File: src/hdl/core_settings.svh
`ifndef CORE_SETTINGS_SVH
`define CORE_SETTINGS_SVH

// Data path
`define CORE_WORD_WIDTH 32

// General registers
`define CORE_REG_ADDR_WIDTH 5
`define CORE_REG_COUNT (1 << `CORE_REG_ADDR_WIDTH)

// Shift amount field of R-type shifts
`define CORE_SHAMT_WIDTH 5

`endif

File: src/hdl/mips_isa_pkg.sv
`include "core_settings.svh"

package mips_isa_pkg;

	typedef logic [`CORE_WORD_WIDTH-1:0]     Word_t;
	typedef logic [`CORE_REG_ADDR_WIDTH-1:0] RegAddr_t;
	typedef logic [31:0]                     Inst_t;
	typedef logic [5:0]                      Opcode_t;
	typedef logic [5:0]                      Funct_t;

	// Primary opcodes
	localparam Opcode_t OP_SPECIAL = 6'b000000;
	localparam Opcode_t OP_ADDIU   = 6'b001001;
	localparam Opcode_t OP_SLTI    = 6'b001010;
	localparam Opcode_t OP_ANDI    = 6'b001100;
	localparam Opcode_t OP_ORI     = 6'b001101;
	localparam Opcode_t OP_XORI    = 6'b001110;
	localparam Opcode_t OP_LUI     = 6'b001111;

	// Function codes under SPECIAL
	localparam Funct_t FUNCT_SLL  = 6'b000000;
	localparam Funct_t FUNCT_SRL  = 6'b000010;
	localparam Funct_t FUNCT_ADDU = 6'b100001;
	localparam Funct_t FUNCT_SUBU = 6'b100011;
	localparam Funct_t FUNCT_AND  = 6'b100100;
	localparam Funct_t FUNCT_OR   = 6'b100101;
	localparam Funct_t FUNCT_XOR  = 6'b100110;
	localparam Funct_t FUNCT_SLT  = 6'b101010;
	localparam Funct_t FUNCT_SLTU = 6'b101011;

endpackage

File: src/hdl/pipe_pkg.sv
`include "core_settings.svh"

package pipe_pkg;

	typedef logic [`CORE_SHAMT_WIDTH-1:0] Shamt_t;

	typedef enum logic [3:0] {
		ALU_ADD,
		ALU_SUB,
		ALU_AND,
		ALU_OR,
		ALU_XOR,
		ALU_SLT,
		ALU_SLTU,
		ALU_SLL,
		ALU_SRL,
		ALU_LUI
	} AluOp_t;

	typedef struct packed {
		logic                   we;
		mips_isa_pkg::RegAddr_t waddr;
		mips_isa_pkg::Word_t    wdata;
	} RegWriteReq_t;

	// One lane after decode, before operands are known
	typedef struct packed {
		AluOp_t                 op;
		mips_isa_pkg::RegAddr_t rs;
		mips_isa_pkg::RegAddr_t rt;
		logic                   use_imm;
		mips_isa_pkg::Word_t    imm;
		Shamt_t                 shamt;
		RegWriteReq_t           wr;
	} DecodedOp_t;

	typedef struct packed {
		mips_isa_pkg::Inst_t inst_a;
		mips_isa_pkg::Inst_t inst_b;
	} InstPair_t;

endpackage

File: src/hdl/alu.sv
`timescale 1ns/1ps

module alu (
	input  pipe_pkg::AluOp_t    op,
	input  mips_isa_pkg::Word_t src_a,
	input  mips_isa_pkg::Word_t src_b,
	input  pipe_pkg::Shamt_t    shamt,
	output mips_isa_pkg::Word_t result
);

	logic lt_signed;
	logic lt_unsigned;

	assign lt_signed   = $signed(src_a) < $signed(src_b);
	assign lt_unsigned = src_a < src_b;

	always_comb
	begin
		case (op)
			// No overflow trap, results wrap
			pipe_pkg::ALU_ADD:  result = src_a + src_b;
			pipe_pkg::ALU_SUB:  result = src_a - src_b;
			pipe_pkg::ALU_AND:  result = src_a & src_b;
			pipe_pkg::ALU_OR:   result = src_a | src_b;
			pipe_pkg::ALU_XOR:  result = src_a ^ src_b;
			pipe_pkg::ALU_SLT:  result = {{($bits(result) - 1){1'b0}}, lt_signed};
			pipe_pkg::ALU_SLTU: result = {{($bits(result) - 1){1'b0}}, lt_unsigned};
			pipe_pkg::ALU_SLL:  result = src_b << shamt;
			pipe_pkg::ALU_SRL:  result = src_b >> shamt;
			// Immediate already shifted by decode
			pipe_pkg::ALU_LUI:  result = src_b;
			default:            result = '0;
		endcase
	end

endmodule

File: src/hdl/pair_execute.sv
`timescale 1ns/1ps

module pair_execute (
	input  logic                   clk,
	input  logic                   rst_n,
	input  logic                   pair_valid,
	input  pipe_pkg::DecodedOp_t   dec_a,
	input  pipe_pkg::DecodedOp_t   dec_b,
	input  mips_isa_pkg::Word_t    rdata_a1,
	input  mips_isa_pkg::Word_t    rdata_a2,
	input  mips_isa_pkg::Word_t    rdata_b1,
	input  mips_isa_pkg::Word_t    rdata_b2,
	output logic                   wb_valid,
	output pipe_pkg::RegWriteReq_t wb_a,
	output pipe_pkg::RegWriteReq_t wb_b
);

	localparam pipe_pkg::RegWriteReq_t NO_WRITE = '0;

	logic                   iss_valid;
	pipe_pkg::DecodedOp_t   iss_a;
	pipe_pkg::DecodedOp_t   iss_b;
	mips_isa_pkg::Word_t    iss_a1;
	mips_isa_pkg::Word_t    iss_a2;
	mips_isa_pkg::Word_t    iss_b1;
	mips_isa_pkg::Word_t    iss_b2;
	mips_isa_pkg::Word_t    src_a1;
	mips_isa_pkg::Word_t    src_a2;
	mips_isa_pkg::Word_t    src_b1;
	mips_isa_pkg::Word_t    src_b2;
	mips_isa_pkg::Word_t    res_a;
	mips_isa_pkg::Word_t    res_b;
	pipe_pkg::RegWriteReq_t casc_a;

	always_ff @(posedge clk or negedge rst_n)
	begin
		if (!rst_n)
			iss_valid <= 1'b0;
		else
			iss_valid <= pair_valid;
	end

	always_ff @(posedge clk)
	begin
		if (pair_valid)
		begin
			iss_a  <= dec_a;
			iss_b  <= dec_b;
			iss_a1 <= rdata_a1;
			iss_a2 <= rdata_a2;
			iss_b1 <= rdata_b1;
			iss_b2 <= rdata_b2;
		end
	end

	// Youngest matching writer first
	function automatic mips_isa_pkg::Word_t resolve(
		input mips_isa_pkg::RegAddr_t addr,
		input mips_isa_pkg::Word_t    reg_val,
		input pipe_pkg::RegWriteReq_t cascade,
		input pipe_pkg::RegWriteReq_t older_b,
		input pipe_pkg::RegWriteReq_t older_a
	);
		if (cascade.we && cascade.waddr == addr)
			return cascade.wdata;
		if (older_b.we && older_b.waddr == addr)
			return older_b.wdata;
		if (older_a.we && older_a.waddr == addr)
			return older_a.wdata;
		return reg_val;
	endfunction

	always_comb
	begin
		src_a1 = resolve(iss_a.rs, iss_a1, NO_WRITE, wb_b, wb_a);
		src_a2 = iss_a.use_imm ? iss_a.imm : resolve(iss_a.rt, iss_a2, NO_WRITE, wb_b, wb_a);
	end

	alu alu_a (
		.op     (iss_a.op),
		.src_a  (src_a1),
		.src_b  (src_a2),
		.shamt  (iss_a.shamt),
		.result (res_a)
	);

	// Lane a result as seen by lane b of the same pair
	assign casc_a = '{we: iss_a.wr.we, waddr: iss_a.wr.waddr, wdata: res_a};

	always_comb
	begin
		src_b1 = resolve(iss_b.rs, iss_b1, casc_a, wb_b, wb_a);
		src_b2 = iss_b.use_imm ? iss_b.imm : resolve(iss_b.rt, iss_b2, casc_a, wb_b, wb_a);
	end

	alu alu_b (
		.op     (iss_b.op),
		.src_a  (src_b1),
		.src_b  (src_b2),
		.shamt  (iss_b.shamt),
		.result (res_b)
	);

	always_ff @(posedge clk or negedge rst_n)
	begin
		if (!rst_n)
		begin
			wb_valid <= 1'b0;
			wb_a     <= '0;
			wb_b     <= '0;
		end
		else
		begin
			wb_valid   <= iss_valid;
			wb_a.we    <= iss_valid & iss_a.wr.we;
			wb_a.waddr <= iss_a.wr.waddr;
			wb_a.wdata <= res_a;
			wb_b.we    <= iss_valid & iss_b.wr.we;
			wb_b.waddr <= iss_b.wr.waddr;
			wb_b.wdata <= res_b;
		end
	end

endmodule

File: config.mk
export PLATFORM = sky130hd
export DESIGN_NAME = pair_execute
export DESIGN_NICKNAME = d
export VERILOG_FILES = /design/src/hdl/mips_isa_pkg.sv /design/src/hdl/pipe_pkg.sv /design/src/hdl/alu.sv /design/src/hdl/pair_execute.sv
export VERILOG_INCLUDE_DIRS = /design/src /design/src/hdl
export SDC_FILE = /design/constraint.sdc
export NUM_CORES = 2
export LEC_CHECK = 0
export BUFFER_PORTS_ARGS = -buffer_cell sky130_fd_sc_hd__buf_2
export CAP_MARGIN = 25
export CORE_MARGIN = 5
export CORE_UTILIZATION = 30
export DETAILED_ROUTE_END_ITERATION = 10
export SETUP_SLACK_MARGIN = 0.3
export SLEW_MARGIN = 5
export SYNTH_ARGS = -nofsm -noshare
export SYNTH_HDL_FRONTEND = slang
export SYNTH_HIERARCHICAL = 1
export SYNTH_SLANG_ARGS = --single-unit
File: constraint.sdc
create_clock -name clk -period 12.15 [get_ports clk]
set_input_delay 0 -clock clk [delete_from_list [all_inputs] [get_ports clk]]
set_output_delay 0 -clock clk [all_outputs]
set_load 0.05 [all_outputs]
* Word level (Yosys, flattened, before mapping)
Index checks and enable logic that the tools add are counted.
** Word-level totals
- Bits of input ports :: 311
- Logic and storage cells :: 130
- Output and inout port bits :: 77
- Register bits after elaboration :: 322
** Operators by class
- Bitwise gates (word level) :: 8
- Reductions and logical operators :: 12
- Shifts and indexed selects :: 4
- $lt $le $gt $ge :: 4
- Muxes and demuxes :: 42
- $add $sub $neg :: 4
- Equal/unequal tests :: 28
** Operator list (number)
- 32-bit 2-to-1 mux :: 22
- 32-bit one-hot mux with 10 select lines :: 2
- 32-bit less-than comparator :: 4
- 32-bit adder :: 2
- 32-bit AND :: 2
- 32-bit OR :: 2
- 32-bit by 5-bit << shifter with 32-bit output :: 2
- 32-bit by 5-bit right shift with 32-bit output :: 2
- 32-bit subtractor :: 2
- 32-bit bitwise XOR :: 2
- 5-bit equality test :: 10
- 4-bit by 3-bit equality test with 1-bit output, second input constant :: 8
- 1-bit 2-to-1 mux :: 18
- 4-bit by 2-bit equality test with 1-bit output, second input constant :: 4
- 4-bit equality test, second input constant :: 4
- 1-bit logical AND :: 10
- 4-bit by 1-bit equality test with 1-bit output, second input constant :: 2
- 4-bit zero test :: 2
- 1-bit AND :: 2

* Depth between registers and ports, before layout
- Word-level depth :: 18
- Mapped depth :: 36
- Gate-level depth less buffers :: 34

* Hierarchy
The synthesis kept the hierarchy.
** By module, submodules not included
- pair_execute :: instances 1, cells each 1052, area an instance 13917.1 µm²
- alu (alu_a) :: instances 1, cells each 1193, area an instance 8683.3 µm²
- alu (alu_b) :: instances 1, cells each 1294, area an instance 8351.8 µm²

* Least setup slack after synthesis
No wires, ideal clock.
- Path type :: reg2reg
- Start point :: register wb_a[33] (netlist bit)
- End point :: register wb_b[28] (netlist bit)
- Path slack :: 4.643 ns
- Stages on the path, launching flop included :: 34
- Data arrival time :: 7.371 ns
- Library setup time :: 0.136 ns
- Data required time :: 12.014 ns
- Path through :: dfrtp_1 > xor2_1 > nor4_1 > and3_1 > buf_2 > buf_6 > mux2i_1 > a21oi_1 > inv_1 > fa_1 > nor2b_1 > o21ai_0 > a31oi_1 > a31oi_1 > nand3_1 > a31oi_1 > o21ai_1 > a2111o_1 > o211ai_1 > a22oi_1 > o31ai_1 > ha_1 > inv_1 > fa_1 > nor2b_1 > o211ai_1 > nand3_1 > nor2_1 > o2111ai_1 > a221o_2 > a211oi_2 > o211ai_1 > a32oi_1 > o32ai_1
** RTL lines
- start: declaration :: RTL line pair_execute.sv:14 : output pipe_pkg::RegWriteReq_t wb_a,
- end: declaration :: RTL line pair_execute.sv:15 : output pipe_pkg::RegWriteReq_t wb_b

==> impl_results.md <==
* Crit Reg-Reg Startpoint: wb_a[33]$_DFF_PN0_
* Synth cell types at 106
* Top_reg_cell synth: edfxtp_1
* Async set-reset flop share out of synthesis at 24.2%
* Io pins at 388
* Final Slew Violations at 0
* Reg clk slew, reported paths at 70 ps
* WHS Endpoint: iss_a[56]$_DFFE_PP_
* Port Buffer Count at 323
* First-pass GRT wire length at 219000 µm
* Net count after synthesis at 4046
* Drt total wl at 152000 µm
* FILL cells at 10400
* Area Growth Syn to Fin at 22.6%
* H-tree Lvls at 2
* Initial antenna violation count at 9
* GPL Wtd Cong at 1.02
* Number of synthesized flops with an enable pin at 244
* Post-Synthesis Cells at 3539
* CTS sink cnt at 322
* Setup crit start kind: flip-flop
* Pwr dens at 142 nW/µm²
* Leakage at 15.0 nW
* Vias per cell at 6.08
* Largest cells by area after synthesis: edfxtp_1, ha_1, dfrtp_1
* Area leader, netlist: edfxtp_1
* Final ANT Viol Nets at 0
* Setup slack, reg-to-reg at 1870 ps
* Synth Area per Inst at 8.75 µm²
* Syn. warnings at 6
* Clock Root Buffer: clkbuf_16
* Sequential Power Share at 29.7%
* CTS tree: yes
* Fmax at 0.0973 GHz
* Switching share of power at 46.7%
* Largest net degree at the start of global routing at 81
* Nets at 4503
* Register area at 9280 µm²
* RSZ-0062 raised after global routing: no
* FF+latch count, synth at 322
* Maximum vdd drop at 0.169 mV
* HP Class: in -> reg
* Grt ovf at 0
* Setup TNS at 0 ps
* DR WL/cell at 28.2 µm
* RR Endpoint: wb_b[28]$_DFF_PN0_
* Starting Density at 30.3%
* Most frequent cells in the layout: nor2_1, buf_2, nand2_1
* Hold_ws at 57.9 ps
* Share of cells above drive strength 1 at 18.2%
* Post-cts repair resize count at 0
* Worst setup path category: reg -> reg
* Vias in the first global route at 30800
* Die W at 331 µm
* Tmin final at 10280 ps
* Cell Rows at 117
* Slowest-stage cell, CP: and3_2
* Cell Area, Synth at 31000 µm²
* Final Cycle Share at 84.6%
* Max-slew headroom at the worst pin at 18.2%
* Internal power at 2.87 mW
* Die area at 110000 µm²
* Bufs on Longest Clock Path at 3
* Worst-margin pin slew at 1220 ps
* GRT Total Usage at 26.2%
* Worst path arrival time at 10770 ps
* Commonest non-fill, non-tap cell in the layout: nor2_1
* Final setup violation count at 0
* Max incr delay on CP at 770 ps
* Worst hold start: dec_a[56]
* Critical Path Source: wb_a[33]$_DFF_PN0_
* Worst Reg-to-Reg Cells at 32
* P_sw at 2.52 mW
* Total CTS buffers at 42
* Critical Path RT at 12650 ps
* Vias at 32800
* Hold Path Stages at 2
* Yosys top cell area share at 23.7%
* Critical Path Fanout Max at 17
* Final Hold Viols at 0
* Worst-Skew Late Latency at 660 ps
* Die H at 331 µm
* DRC violations left at 0
* Seq/Total Area, Yosys at 30.0%
* 1st-pass router iterations at 6
* Max-cap violations at 0
* Combinational power share at 45.7%
* HPWL Detailed at 113000 µm
* Core area at 102000 µm²
* Worst clock skew at 75.9 ps
* Multi-input gate area at 19700 µm²
* Status: finished clean
* Clk pwr share at 24.6%
* Crit. End Element: flip-flop
* Drt initial violations at 4865
## final cells by class
type | instances | area share [%]
Multi-Input combinational cell | 2727 | 51.9
Sequential cell | 322 | 24.5
Timing Repair Buffer | 690 | 13.2
Tap cell | 1368 | 4.51
Clock buffer | 44 | 2.79
Inverter | 213 | 2.11
Clock inverter | 34 | 1.01
Antenna cell | 2 | 0.0132
## state kept, by name (all words and copies together) (netlist names)
| signal | flops |
|---|---|
| iss_valid | 1 |
| casc_a | 6 |
| iss_b | 58 |
| wb_valid | 1 |
| iss_a1 | 32 |
| iss_a2 | 32 |
| wb_b | 38 |
| iss_b2 | 32 |
| iss_a | 52 |
| wb_a | 38 |
| iss_b1 | 32 |
## metal layers
| layer | wire, µm | global-route usage [%] | vias to the layer above |
|---|---|---|---|
| met5 | 53 | 0 | - |
| met4 | 8380 | 11.9 | 10 |
| met1 | 61500 | 35.3 | 16000 |
| met2 | 65600 | 39.9 | 2192 |
| li1 | - | - | 14200 |
| met3 | 16700 | 6.27 | 403 |
## what timing repair did
action,4_1_cts,5_1_grt
endpoints found under the hold margin,385,0
endpoints found under the setup margin,0,0
hold buffers,248,0
buffers inserted,0,0
## power groups by stage
stage,logic [mW],registers (mW),clock network [mW]
2_1_floorplan,1.33,1.68,0
3_3_place_gp,2.31,1.62,0
3_5_place_dp,2.31,1.62,0
4_1_cts,2.39,1.60,1.35
5_1_grt,2.60,1.60,1.39
6_report,2.46,1.60,1.32
## per-stage QoR
| step | worst slack [ps] | total power, mW | utilization [%] | instance area (µm²) | instances |
|---|---|---|---|---|---|
| final | 1870 | 5.39 | 37.1 | 37900 | 5400 |
| after detailed placement | 2280 | 3.93 | 33.3 | 34000 | 5071 |
| after global routing | 1560 | 5.59 | 37.1 | 37900 | 5398 |
| after CTS | 2220 | 5.33 | 37.1 | 37900 | 5397 |
| after global placement | 2320 | 3.93 | 33.3 | 34000 | 5069 |
| after floorplan | 4640 | 3.01 | - | 31000 | 3539 |
## cells by family (layout without fill, tap and decap cells)
group	after synthesis	in the layout	share of synthesized area [%]
AO/OA/AOI/OAI	1186	1186	26.8
XOR/XNOR	54	54	1.55
adder cells (fa/ha/maj)	196	196	8.02
buffers and inverters	490	981	6.90
flip-flops	322	322	30.0
multiplexers	266	266	11.9
other	0	2	0
AND/OR/NAND/NOR	1025	1025	14.9
## synth_stat cells (57+ instances only)
cell / instances
o21ai_0: 205
a21oi_1: 242
mux2i_1: 164
nor2_1: 392
buf_2: 57
mux4_2: 77
nand3_1: 88
o22ai_1: 68
clkbuf_1: 164
a211oi_1: 68
ha_1: 192
a22oi_1: 61
nor3_1: 88
inv_1: 210
nand2_1: 281
o31ai_1: 72
dfrtp_1: 78
edfxtp_1: 244
## worst max-delay path by stage
| stage | end | slack, ps | cells past startpoint |
|---|---|---|---|
| after floorplan | wb_b[28]$_DFF_PN0_ | 4640 | 33 |
| after global placement | wb_b[28]$_DFF_PN0_ | 2320 | 32 |
| after detailed placement | wb_b[28]$_DFF_PN0_ | 2280 | 31 |
| after CTS | wb_b[28]$_DFF_PN0_ | 2220 | 31 |
| after global routing | wb_b[28]$_DFF_PN0_ | 1560 | 31 |
| final | wb_b[28]$_DFF_PN0_ | 1870 | 32 |
## worst max-delay path, delay by kind of cell, from the launching register on
family	cells	cell delay (ps)
compound gates	17	5420
simple gates	7	2150
fa+ha+maj	3	1100
buf+inv	3	510
flops	1	470
xor+xnor	1	200
mux	1	180
Note: power is estimated with default switching activity, not from simulation.
