`config.mk`:
```
export PLATFORM = sky130hd
export DESIGN_NAME = inst_decode
export DESIGN_NICKNAME = d
export VERILOG_FILES = /design/src/hdl/mips_isa_pkg.sv /design/src/hdl/pipe_pkg.sv /design/src/hdl/inst_decode.sv
export VERILOG_INCLUDE_DIRS = /design/src /design/src/hdl
export SDC_FILE = /design/constraint.sdc
export NUM_CORES = 1
export LEC_CHECK = 0
export BUFFER_PORTS_ARGS = -buffer_cell sky130_fd_sc_hd__clkbuf_2
export CELL_PAD_IN_SITES_DETAIL_PLACEMENT = 0
export CELL_PAD_IN_SITES_GLOBAL_PLACEMENT = 1
export CORE_ASPECT_RATIO = 1.25
export CORE_MARGIN = 5
export CORE_UTILIZATION = 19
export DETAILED_ROUTE_END_ITERATION = 8
export PLACE_DENSITY_LB_ADDON = 0.1
export SLEW_MARGIN = 20
export SYNTH_ARGS = -nofsm -noshare
export SYNTH_HDL_FRONTEND = slang
export SYNTH_SLANG_ARGS = --single-unit
```
`constraint.sdc`:
```
create_clock -name vclk -period 1.6
set_clock_uncertainty 0.1 [all_clocks]
set_input_delay 0.16 -clock vclk [all_inputs]
set_output_delay 0.16 -clock vclk [all_outputs]
set_load 0.01 [all_outputs]
```
`src/hdl/core_settings.svh`:
```
`ifndef CORE_SETTINGS_SVH
`define CORE_SETTINGS_SVH

// Data path
`define CORE_WORD_WIDTH 32

// General registers
`define CORE_REG_ADDR_WIDTH 5
`define CORE_REG_COUNT (1 << `CORE_REG_ADDR_WIDTH)

// Shift amount field of R-type shifts
`define CORE_SHAMT_WIDTH 5

`endif

```
`src/hdl/mips_isa_pkg.sv`:
```
`include "core_settings.svh"

package mips_isa_pkg;

	typedef logic [`CORE_WORD_WIDTH-1:0]     Word_t;
	typedef logic [`CORE_REG_ADDR_WIDTH-1:0] RegAddr_t;
	typedef logic [31:0]                     Inst_t;
	typedef logic [5:0]                      Opcode_t;
	typedef logic [5:0]                      Funct_t;

	// Primary opcodes
	localparam Opcode_t OP_SPECIAL = 6'b000000;
	localparam Opcode_t OP_ADDIU   = 6'b001001;
	localparam Opcode_t OP_SLTI    = 6'b001010;
	localparam Opcode_t OP_ANDI    = 6'b001100;
	localparam Opcode_t OP_ORI     = 6'b001101;
	localparam Opcode_t OP_XORI    = 6'b001110;
	localparam Opcode_t OP_LUI     = 6'b001111;

	// Function codes under SPECIAL
	localparam Funct_t FUNCT_SLL  = 6'b000000;
	localparam Funct_t FUNCT_SRL  = 6'b000010;
	localparam Funct_t FUNCT_ADDU = 6'b100001;
	localparam Funct_t FUNCT_SUBU = 6'b100011;
	localparam Funct_t FUNCT_AND  = 6'b100100;
	localparam Funct_t FUNCT_OR   = 6'b100101;
	localparam Funct_t FUNCT_XOR  = 6'b100110;
	localparam Funct_t FUNCT_SLT  = 6'b101010;
	localparam Funct_t FUNCT_SLTU = 6'b101011;

endpackage

```
`src/hdl/pipe_pkg.sv`:
```
`include "core_settings.svh"

package pipe_pkg;

	typedef logic [`CORE_SHAMT_WIDTH-1:0] Shamt_t;

	typedef enum logic [3:0] {
		ALU_ADD,
		ALU_SUB,
		ALU_AND,
		ALU_OR,
		ALU_XOR,
		ALU_SLT,
		ALU_SLTU,
		ALU_SLL,
		ALU_SRL,
		ALU_LUI
	} AluOp_t;

	typedef struct packed {
		logic                   we;
		mips_isa_pkg::RegAddr_t waddr;
		mips_isa_pkg::Word_t    wdata;
	} RegWriteReq_t;

	// One lane after decode, before operands are known
	typedef struct packed {
		AluOp_t                 op;
		mips_isa_pkg::RegAddr_t rs;
		mips_isa_pkg::RegAddr_t rt;
		logic                   use_imm;
		mips_isa_pkg::Word_t    imm;
		Shamt_t                 shamt;
		RegWriteReq_t           wr;
	} DecodedOp_t;

	typedef struct packed {
		mips_isa_pkg::Inst_t inst_a;
		mips_isa_pkg::Inst_t inst_b;
	} InstPair_t;

endpackage

```
`src/hdl/inst_decode.sv`:
```
`timescale 1ns/1ps

module inst_decode (
	input  mips_isa_pkg::Inst_t  inst,
	output pipe_pkg::DecodedOp_t op
);

	mips_isa_pkg::Opcode_t  opcode;
	mips_isa_pkg::Funct_t   funct;
	mips_isa_pkg::RegAddr_t rt;
	mips_isa_pkg::RegAddr_t rd;
	mips_isa_pkg::RegAddr_t dest;
	logic [15:0]            imm16;
	logic                   supported;

	assign opcode = inst[31:26];
	assign funct  = inst[5:0];
	assign rt     = inst[20:16];
	assign rd     = inst[15:11];
	assign imm16  = inst[15:0];

	always_comb
	begin
		supported  = 1'b1;
		dest       = rt;
		op.op      = pipe_pkg::ALU_ADD;
		op.rs      = inst[25:21];
		op.rt      = rt;
		op.use_imm = 1'b1;
		// Sign extended unless the opcode says otherwise
		op.imm     = {{16{imm16[15]}}, imm16};
		op.shamt   = inst[10:6];

		if (opcode == mips_isa_pkg::OP_SPECIAL)
		begin
			dest       = rd;
			op.use_imm = 1'b0;
			case (funct)
				mips_isa_pkg::FUNCT_ADDU: op.op = pipe_pkg::ALU_ADD;
				mips_isa_pkg::FUNCT_SUBU: op.op = pipe_pkg::ALU_SUB;
				mips_isa_pkg::FUNCT_AND:  op.op = pipe_pkg::ALU_AND;
				mips_isa_pkg::FUNCT_OR:   op.op = pipe_pkg::ALU_OR;
				mips_isa_pkg::FUNCT_XOR:  op.op = pipe_pkg::ALU_XOR;
				mips_isa_pkg::FUNCT_SLT:  op.op = pipe_pkg::ALU_SLT;
				mips_isa_pkg::FUNCT_SLTU: op.op = pipe_pkg::ALU_SLTU;
				mips_isa_pkg::FUNCT_SLL:  op.op = pipe_pkg::ALU_SLL;
				mips_isa_pkg::FUNCT_SRL:  op.op = pipe_pkg::ALU_SRL;
				default:                  supported = 1'b0;
			endcase
		end
		else
		begin
			case (opcode)
				mips_isa_pkg::OP_ADDIU: op.op = pipe_pkg::ALU_ADD;
				mips_isa_pkg::OP_SLTI:  op.op = pipe_pkg::ALU_SLT;
				mips_isa_pkg::OP_ANDI:
				begin
					op.op  = pipe_pkg::ALU_AND;
					op.imm = {16'h0000, imm16};
				end
				mips_isa_pkg::OP_ORI:
				begin
					op.op  = pipe_pkg::ALU_OR;
					op.imm = {16'h0000, imm16};
				end
				mips_isa_pkg::OP_XORI:
				begin
					op.op  = pipe_pkg::ALU_XOR;
					op.imm = {16'h0000, imm16};
				end
				mips_isa_pkg::OP_LUI:
				begin
					op.op  = pipe_pkg::ALU_LUI;
					op.imm = {imm16, 16'h0000};
				end
				default: supported = 1'b0;
			endcase
		end

		// Unknown encodings and writes to r0 leave the lane idle
		op.wr.we    = supported && (dest != '0);
		op.wr.waddr = dest;
		op.wr.wdata = '0;
	end

endmodule

```
# ---- Word-level counts from Yosys, hierarchy flattened
# Cells that the tools add are included.
dict set report totals {
  input_bits 32
  reg_bits 0
  word_cells 31
}
dict set report op_classes {
  eq_ne 14
  reduce_logical 7
  muxes 10
}
# cell n
set op_table {}
lappend op_table {{$pmux 32 s2} 1}
lappend op_table {{$eq 6x6->1 const B} 7}
lappend op_table {{$eq 6x4->1 const B} 6}
lappend op_table {{$mux 32} 1}
lappend op_table {{$pmux 4 s8} 1}
lappend op_table {{$pmux 4 s5} 1}
lappend op_table {{$logic_not 6->1} 2}
lappend op_table {{$reduce_or 9->1} 1}
lappend op_table {{$eq 6x2->1 const B} 1}
lappend op_table {{$reduce_or 6->1} 1}
lappend op_table {{$mux 5} 1}
lappend op_table {{$reduce_bool 5->1} 1}
lappend op_table {{$mux 1} 4}
lappend op_table {{$mux 4} 1}
lappend op_table {{$reduce_or 3->1} 1}
lappend op_table {{$logic_and 1x1->1} 1}

# ---- Logic depth before layout (Yosys ltp)
# Gate-level depths: netlist of the first run.
dict set report logic_depth {
  ltp_word 5
  mapped_depth 6
  ltp_nobuf 5
}

# ---- Worst setup path before layout of the first run
# OpenSTA, ideal clock, no wires.
dict set report synth_path {
  kind {input -> output}
  start {input port inst[3]}
  end {output port op[37] (netlist name)}
  setup_slack_ns -0.300
  stages 5
  arrival_ns 1.640
  cell_sequence {buf_2 > nor4_2 > a31oi_1 > or4_4 > a2111oi_2}
}
# item line_no
set synth_rtl {}
lappend synth_rtl {{start, declared} inst_decode.sv:4} ;# input mips_isa_pkg::Inst_t inst,
lappend synth_rtl {{end, declared} inst_decode.sv:5} ;# output pipe_pkg::DecodedOp_t op

==> flow_summary.toml, run 1 <==
[logic_synthesis]
synth_top_family_by_area = "buffers and inverters"
seq_area_frac_synth = 0
synth_commonest_cells = "47 x buf_4, 20 x nor2b_1, 16 x a21o_1"
yosys.cell_count.top_type = "buf_4"
synthTopCellsByArea = "buf_4 35%, nor2b_1 12%, a21o_1 12%, mux2_2 5.5%, a21oi_1 2.9%"
muxShareOfSynthArea = 0.0552
syn-cell-area_um2 = 1020
synth_xor_area_frac = 0.00859
yosysTopAreaCellShare = 0.346
synth_compound_area_frac = 0.245
synth.distinct_cells = 31
synth_fa_ha_area_frac = 0
yosys.area_share.simple = 0.290
yosysWarnings = 0
postSynthCellCount = 147
yosysTopAreaCell = "buf_4"
avgSynthCellArea_um2 = 6.94

[critical_path]
path_cells = "buf_8 -> nor4_4 -> nand2_4 -> or4_4 -> a2111oi_4 -> buf_2"
cp-start-kind = "primary input"
crit_slowest_cell = "or4_4"
worstPathRequired_ns = 1.34
cp_max_fo = 2
crit_cells = 6
crit_buf_inv = 2
criticalPathCategory = "in -> out"
cp.arrival_ns = 1.64
crit_path_end_kind = "output pin"
critPathTopFamily = "simple AND/OR/NAND/NOR gates"
max_stage_delay_ns = 0.52

[placement]
io_buffers = 80
dp_slack_ns = -0.347
dp_hpwl_um = 3100
place_congestion = 0.691
dp.cells = 291

[finish]
clock_buffers = 0
insertedDiodeCount = 0
nFlopsAndLatches = 0
nNetsFinal = 272
drive_gt1_frac = 0.605
stdcell_count = 300
final_core_util = 0.344
area_delta_synth_final_pct = 74.0
regArea_um2 = 0

[floorplanning]
fp.dieW_um = 75.5
row_count = 29
coreArea_um2 = 5150
die_h_um = 91.9
die_area_um2 = 6940
io_pins = 122
initial_core_util = 0.198

[routing]
final_antenna_net_count = 0
drc = 0
drt-initial-drc-count = 10
wl_um = 3790
avgViaCountPerCell = 4.10
wl_per_cell_um = 12.6
vias = 1231
drtPass1Iterations = 4

[timing]
setup_slack_ns = -0.302
timing.fmax_mhz = 526
period_share = 1.19
grt_setup_unrepaired = "true"
drv_slew = 0
timing.final.crit_period_ns = 1.90
hold_viol = 0
setup_viol = 8

[hold_path]
hold_path_class = "in -> out"
hold_start = "inst[21]"
min_path_cells = 0
whs_endpoint = "op[81]"

[flow_run]
drv_cap = 0

[global_routing]
grt_usage = 0.0845
grt_pass1_wl_um = 4890
grt_pass1_vias = 1041
antenna_found_initial = 0
grt_max_degree = 34
grt.overflow.total = 0

[status]
outcome = "complete, but fails checks"
violations = "setup timing"

[pwr]
irDropWorstVdd_v = 0.0000481
power.leakage_nw = 0.995
power_density_nw_per_um2 = 238
p_total_mw = 0.422

[cts]
cts_hold_buffers = 0
-- metal layers --
| metal | track usage | wire (um) | vias up | share of wire |
|---|---|---|---|---|
| met5 | 0 | 0 | - | 0 |
| met3 | 0.0120 | 533 | 2 | 0.14 |
| met1 | 0.0916 | 1300 | 542 | 0.34 |
| met2 | 0.171 | 1930 | 89 | 0.51 |
| li1 | - | - | 598 | - |
| met4 | 0.00583 | 23 | 0 | 0.0061 |
-- per-stage QoR --
step           hold WS [ns]  setup TNS [ns]  instance area (um2)
2_1_floorplan         0.249          -0.153                 1160
3_5_place_dp          0.220           -6.14                 1460
3_3_place_gp          0.220           -6.01                 1460
4_1_cts               0.220           -1.01                 1570
6_report              0.220          -0.320                 1770
5_1_grt               0.220           -1.84                 1770
-- report_power, final --
part / total (mW) / switching, mW / internal (mW)
combinational: 0.422 / 0.220 / 0.201
clock: 0 / 0 / 0
sequential: 0 / 0 / 0
total: 0.422 / 0.220 / 0.201
-- placed cells by master (no fill, tap or decap), types with 2 or more instances in the layout --
cell        n
clkbuf_2   55
conb_1     32
buf_4      29
nor2b_1    17
buf_2      17
a21o_1     16
buf_6       8
mux2_2      5
a21oi_1     5
nand2_1     4
nor2_1      4
nor2_4      3
o22ai_2     3
clkbuf_16   3
buf_8       3
nor4_4      2
and3_4      2
nor2b_4     2
or2b_1      2
nand2b_4    2
o21a_1      2
o21ai_0     2
or4_1       2
buf_12      2
-- kinds of logic (layout without fill, tap and decap cells) --
kind of cell | Yosys count | after routing
AND/OR/NAND/NOR | 46 | 46
AO/OA/AOI/OAI | 36 | 36
multiplexers | 5 | 5
buffers and inverters | 58 | 118
XOR/XNOR | 1 | 1
other | 1 | 32
-- repair_timing --
| item | 4_1_cts | 5_1_grt |
|---|---|---|
| setup buffers | 3 | 5 |
| gates cloned | 0 | 3 |
| pin swaps | 6 | 16 |
| gates resized for setup | 18 | 51 |
| endpoints found under the setup margin | 37 | 26 |
-- layout make-up --
type / instances / area, um2
multi-input combinational: 120 / 865
inverter: 1 / 3.75
tap: 62 / 77.6
fill: 554 / 3380
timing repair buffer: 117 / 828
-- how the worst max path moves through the flow --
stage	slack (ns)	endpoint	start
after floorplan	-0.15	op[37]	inst[3]
after global placement	-0.32	op[37]	inst[0]
after detailed placement	-0.35	op[37]	inst[27]
after CTS	-0.34	op[37]	inst[27]
after global routing	-0.35	op[37]	inst[27]
final	-0.30	op[37]	inst[27]
Power figures use the tool's default switching activity.
==> run 2, diff against run 1 <==
--- a/config.mk
+++ b/config.mk
@@ -6,12 +6,13 @@
 export SDC_FILE = /design/constraint.sdc
 export NUM_CORES = 1
 export LEC_CHECK = 0
+export ABC_AREA = 1
 export BUFFER_PORTS_ARGS = -buffer_cell sky130_fd_sc_hd__clkbuf_2
 export CELL_PAD_IN_SITES_DETAIL_PLACEMENT = 0
 export CELL_PAD_IN_SITES_GLOBAL_PLACEMENT = 1
 export CORE_ASPECT_RATIO = 1.25
 export CORE_MARGIN = 5
-export CORE_UTILIZATION = 19
+export CORE_UTILIZATION = 18
 export DETAILED_ROUTE_END_ITERATION = 8
 export PLACE_DENSITY_LB_ADDON = 0.1
 export SLEW_MARGIN = 20
==> run 2 against run 1 <==
Against the previous run:
- the flow now finishes without violations
- design area is 21% lower
- area after synthesis rose by 1.6%
- first-iteration DRC count grew 30%
- maximum frequency is 28% higher
- flip-flop and latch count is the same
- non-clock buffer count decreased by 24
- critical path depth rose by 2
- total power is 21% lower
- critical endpoint is now op[64]
- largest power group unchanged
==> flow_summary.toml, run 2 <==
[critical_path]
worstPathRequired_ns = 1.34
critPathTopFamily = "buffers and inverters"
crit_path_end_kind = "output pin"
max_stage_delay_ns = 0.19
cp_common_cell = "clkbuf_2"
crit_buf_inv = 4
crit_slowest_cell = "nor2_4"
cp-start-kind = "primary input"
path_cells = "clkbuf_2 -> nor2_4 -> nand3_4 -> inv_2 -> nand3_2 -> buf_12 -> o21ai_0 -> clkbuf_2"
cp_max_fo = 12
cp.arrival_ns = 1.22
criticalPathCategory = "in -> out"

[global_routing]
grt.overflow.total = 0
grt_pass1_vias = 1075
grt_usage = 0.0813
antenna_found_initial = 0
grt_max_degree = 13
grt_pass1_wl_um = 5090

[finish]
n_fill_cell = 695
final_core_util = 0.247
fin_area_um2 = 1410
drive_gt1_frac = 0.447
clock_buffers = 0
nFlopsAndLatches = 0
stdcell_count = 323
area_delta_synth_final_pct = 35.7
insertedDiodeCount = 0
layout.cells.most_common = "clkbuf_2"
nNetsFinal = 291
regArea_um2 = 0
final_cell_mix = "79 x clkbuf_2, 32 x conb_1, 31 x inv_1, 31 x nor2_1, 22 x nand2_1"

[floorplanning]
die_area_um2 = 7380
io_pins = 122
fp.dieW_um = 77.9
die_h_um = 94.8
coreArea_um2 = 5700
row_count = 31
initial_core_util = 0.182

[logic_synthesis]
synth_xor_area_frac = 0
yosys.area_share.simple = 0.335
muxShareOfSynthArea = 0
yosysTopAreaCell = "buf_4"
yosysTopAreaCellShare = 0.348
yosys.cell_count.top_type = "buf_4"
syn-cell-area_um2 = 1040
synthTopCellsByArea = "buf_4 35%, inv_1 11%, nor2_1 11%, o21ai_2 9.3%, nand2_1 8.3%"
synth.distinct_cells = 19
seq_area_frac_synth = 0
synth_commonest_cells = "48 x buf_4, 31 x inv_1, 31 x nor2_1"
yosysWarnings = 0
avgSynthCellArea_um2 = 5.63
postSynthCellCount = 184
synth_top_family_by_area = "buffers and inverters"
synth_fa_ha_area_frac = 0
synth_compound_area_frac = 0.161

[placement]
dp_hpwl_um = 3170
dp_slack_ns = 0.0165
io_buffers = 80
place_area_um2 = 1370
place_congestion = 0.704
dp.cells = 322

[pwr]
power.leakage_nw = 0.891
switchingPower_mw = 0.209
irDropWorstVdd_v = 0.0000812
p_sw_frac = 0.623
power_density_nw_per_um2 = 238
p_clk_frac = 0
p_int_mw = 0.126
pwr-share-comb = 1.000
seqPwrFrac = 0
p_total_mw = 0.335

[cts]
cts_hold_buffers = 0

[routing]
avgViaCountPerCell = 3.72
wl_um = 3430
vias = 1202
drc = 0
drt-initial-drc-count = 13
drtPass1Iterations = 4
wl_per_cell_um = 10.6
final_antenna_net_count = 0

[timing]
timing.final.crit_period_ns = 1.48
whs_ns = 0.220
timing.fmax_mhz = 674
setup_viol = 0
hold_viol = 0
drv_slew = 0
setup-tns-final_ns = 0
period_share = 0.927
setup_slack_ns = 0.117

[flow_run]
drv_cap = 0

[hold_path]
hold_path_class = "in -> out"

[status]
outcome = "finished clean"
-- run 2: power by group through the flow --
stage | registers, mW | clock network [mW] | logic [mW]
global placement | 0 | 0 | 0.332
CTS | 0 | 0 | 0.331
finish | 0 | 0 | 0.335
global route | 0 | 0 | 0.374
detailed placement | 0 | 0 | 0.330
floorplan | 0 | 0 | 0.262
-- run 2: area by class of cell --
type               instances  area (um2)  area share
inverters                 33         125      0.0890
well taps                 66        82.6      0.0587
repair buffers            93         536       0.381
multi-input cells        131         663       0.472
-- run 2: routing by layer --
layer,part of all wire,vias up,wire (um),track usage
met5,0,-,0,0
met4,0,0,0,0.00143
met3,0.10,0,357,0.0134
met2,0.49,59,1690,0.148
met1,0.40,510,1380,0.105
li1,-,633,-,-
-- run 2: cells by family (layout without fill, tap and decap cells) --
logic type / after synthesis / after routing
compound gates: 24 / 24
buf+inv: 84 / 126
other cells: 1 / 32
simple gates: 75 / 75
-- run 2: timing repair --
action                                  CTS  global route
gates resized for setup                   0             7
endpoints found under the setup margin    0             1
setup buffers                             0             1
-- run 2: path summary, 6_finish.rpt --
| path | start | to | slack, ns | depth (start not counted) |
|---|---|---|---|---|
| setup / recovery | inst[30] | op[64] | 0.12 | 8 |
| hold / removal | inst[21] | op[81] | 0.22 | 0 |
==> run 3, diff against run 2 <==
--- a/config.mk
+++ b/config.mk
@@ -12,7 +12,7 @@
 export CELL_PAD_IN_SITES_GLOBAL_PLACEMENT = 1
 export CORE_ASPECT_RATIO = 1.25
 export CORE_MARGIN = 5
-export CORE_UTILIZATION = 18
+export CORE_UTILIZATION = 20
 export DETAILED_ROUTE_END_ITERATION = 8
 export PLACE_DENSITY_LB_ADDON = 0.1
 export SLEW_MARGIN = 20
==> constraint.sdc (replaced) <==
create_clock -name vclk -period 1.4
set_clock_uncertainty 0.1 [all_clocks]
set_input_delay 0.14 -clock vclk [all_inputs]
set_output_delay 0.14 -clock vclk [all_outputs]
set_load 0.01 [all_outputs]
==> run 3 against run 2 <==
Against the previous run:
- worst hold slack lost 0.040 ns
- routed wire length shrank 0.79%
- via count grew 4.7%
- combinational power grew 25%
- first-iteration DRC count grew 140%
- design area grew 11%
==> flow_summary.toml, run 3 (synthesis gave the netlist of run 2 again) <==
[global_routing]
grt_max_degree = 11
grt.overflow.total = 0
grt_pass1_vias = 1166
grt_usage = 0.0953
antenna_found_initial = 0
grt_pass1_wl_um = 5410

[status]
outcome = "finished clean"

[hold_path]
hold_path_class = "in -> out"
min_path_cells = 0

[timing]
setup_viol = 0
grt_setup_unrepaired = "true"
period_share = 0.988
hold_viol = 0
drv_slew = 0
setup-tns-final_ns = 0
whs_ns = 0.180
timing.final.crit_period_ns = 1.38
timing.fmax_mhz = 723
setup_slack_ns = 0.0167

[placement]
io_buffers = 80
dp_hpwl_um = 3150
place_congestion = 0.727
dp_slack_ns = -0.150

[critical_path]
worstPathRequired_ns = 1.16
cp_max_fo = 4
cp.arrival_ns = 1.14
crit_buf_inv = 4
crit_path_end_kind = "output pin"
criticalPathCategory = "in -> out"
critPathTopFamily = "simple AND/OR/NAND/NOR gates"
path_cells = "buf_6 -> nor2_4 -> buf_6 -> inv_4 -> nor2_4 -> nand2_1 -> nor2_1 -> nand3_1 -> nand2_1 -> nor2_1 -> buf_2"
max_stage_delay_ns = 0.13
crit_slowest_cell = "nor2_4"
cp-start-kind = "primary input"
crit_cells = 11

[finish]
drive_gt1_frac = 0.498
final_cell_mix = "58 x clkbuf_2, 32 x conb_1, 30 x inv_1"
layout.cells.most_common = "clkbuf_2"
nFlopsAndLatches = 0
area_delta_synth_final_pct = 50.6
final_core_util = 0.309
nNetsFinal = 305
regArea_um2 = 0
insertedDiodeCount = 0
clock_buffers = 0

[pwr]
power_density_nw_per_um2 = 268
power.leakage_nw = 0.969
irDropWorstVdd_v = 0.0000999

[routing]
drc = 0
final_antenna_net_count = 0
wl_um = 3400
wl_per_cell_um = 10.2
drt-initial-drc-count = 31
vias = 1259
avgViaCountPerCell = 3.78
drtPass1Iterations = 3

[floorplanning]
die_area_um2 = 6730
row_count = 29
initial_core_util = 0.205
io_pins = 122
fp.dieW_um = 74.4
die_h_um = 90.5
coreArea_um2 = 5040

[flow_run]
drv_cap = 0
## run 3: worst paths after layout
path / startpoint / end / slack (ns)
max: inst[31] / op[37] / 0.02
min: inst[23] / op[83] / 0.18
## run 3: what timing repair did
| action | in CTS | in global routing |
|---|---|---|
| resized for setup | 8 | 51 |
| gates cloned | 0 | 0 |
| endpoints found under the setup margin | 5 | 35 |
| buffers inserted | 3 | 1 |
| hold buffers | 0 | 0 |
| pin swaps | 3 | 9 |
## run 3: layout make-up
cell class	instances	area [um2]
fill	610	3480
multi-input combinational	131	683
timing repair buffer	107	671
inverter	33	129
tap	62	77.6
## run 3: routing by layer
layer  wire [um]  track usage
met5           0            0
met2        1800        0.187
met4          27      0.00593
met1        1210        0.109
met3         357       0.0122
## run 3: report_power, final
part / leakage (nW) / internal (mW) / total [mW] / switching [mW]
registers: 0 / 0 / 0 / 0
clock network: 0 / 0 / 0 / 0
logic: 0.969 / 0.173 / 0.418 / 0.245
## run 3: through the flow
stage	cell area, um2	power [mW]	std cells
after floorplan	1150	0.299	215
after global placement	1410	0.391	329
after detailed placement	1410	0.388	329
after CTS	1470	0.404	332
after global routing	1560	0.464	333
final	1560	0.418	333
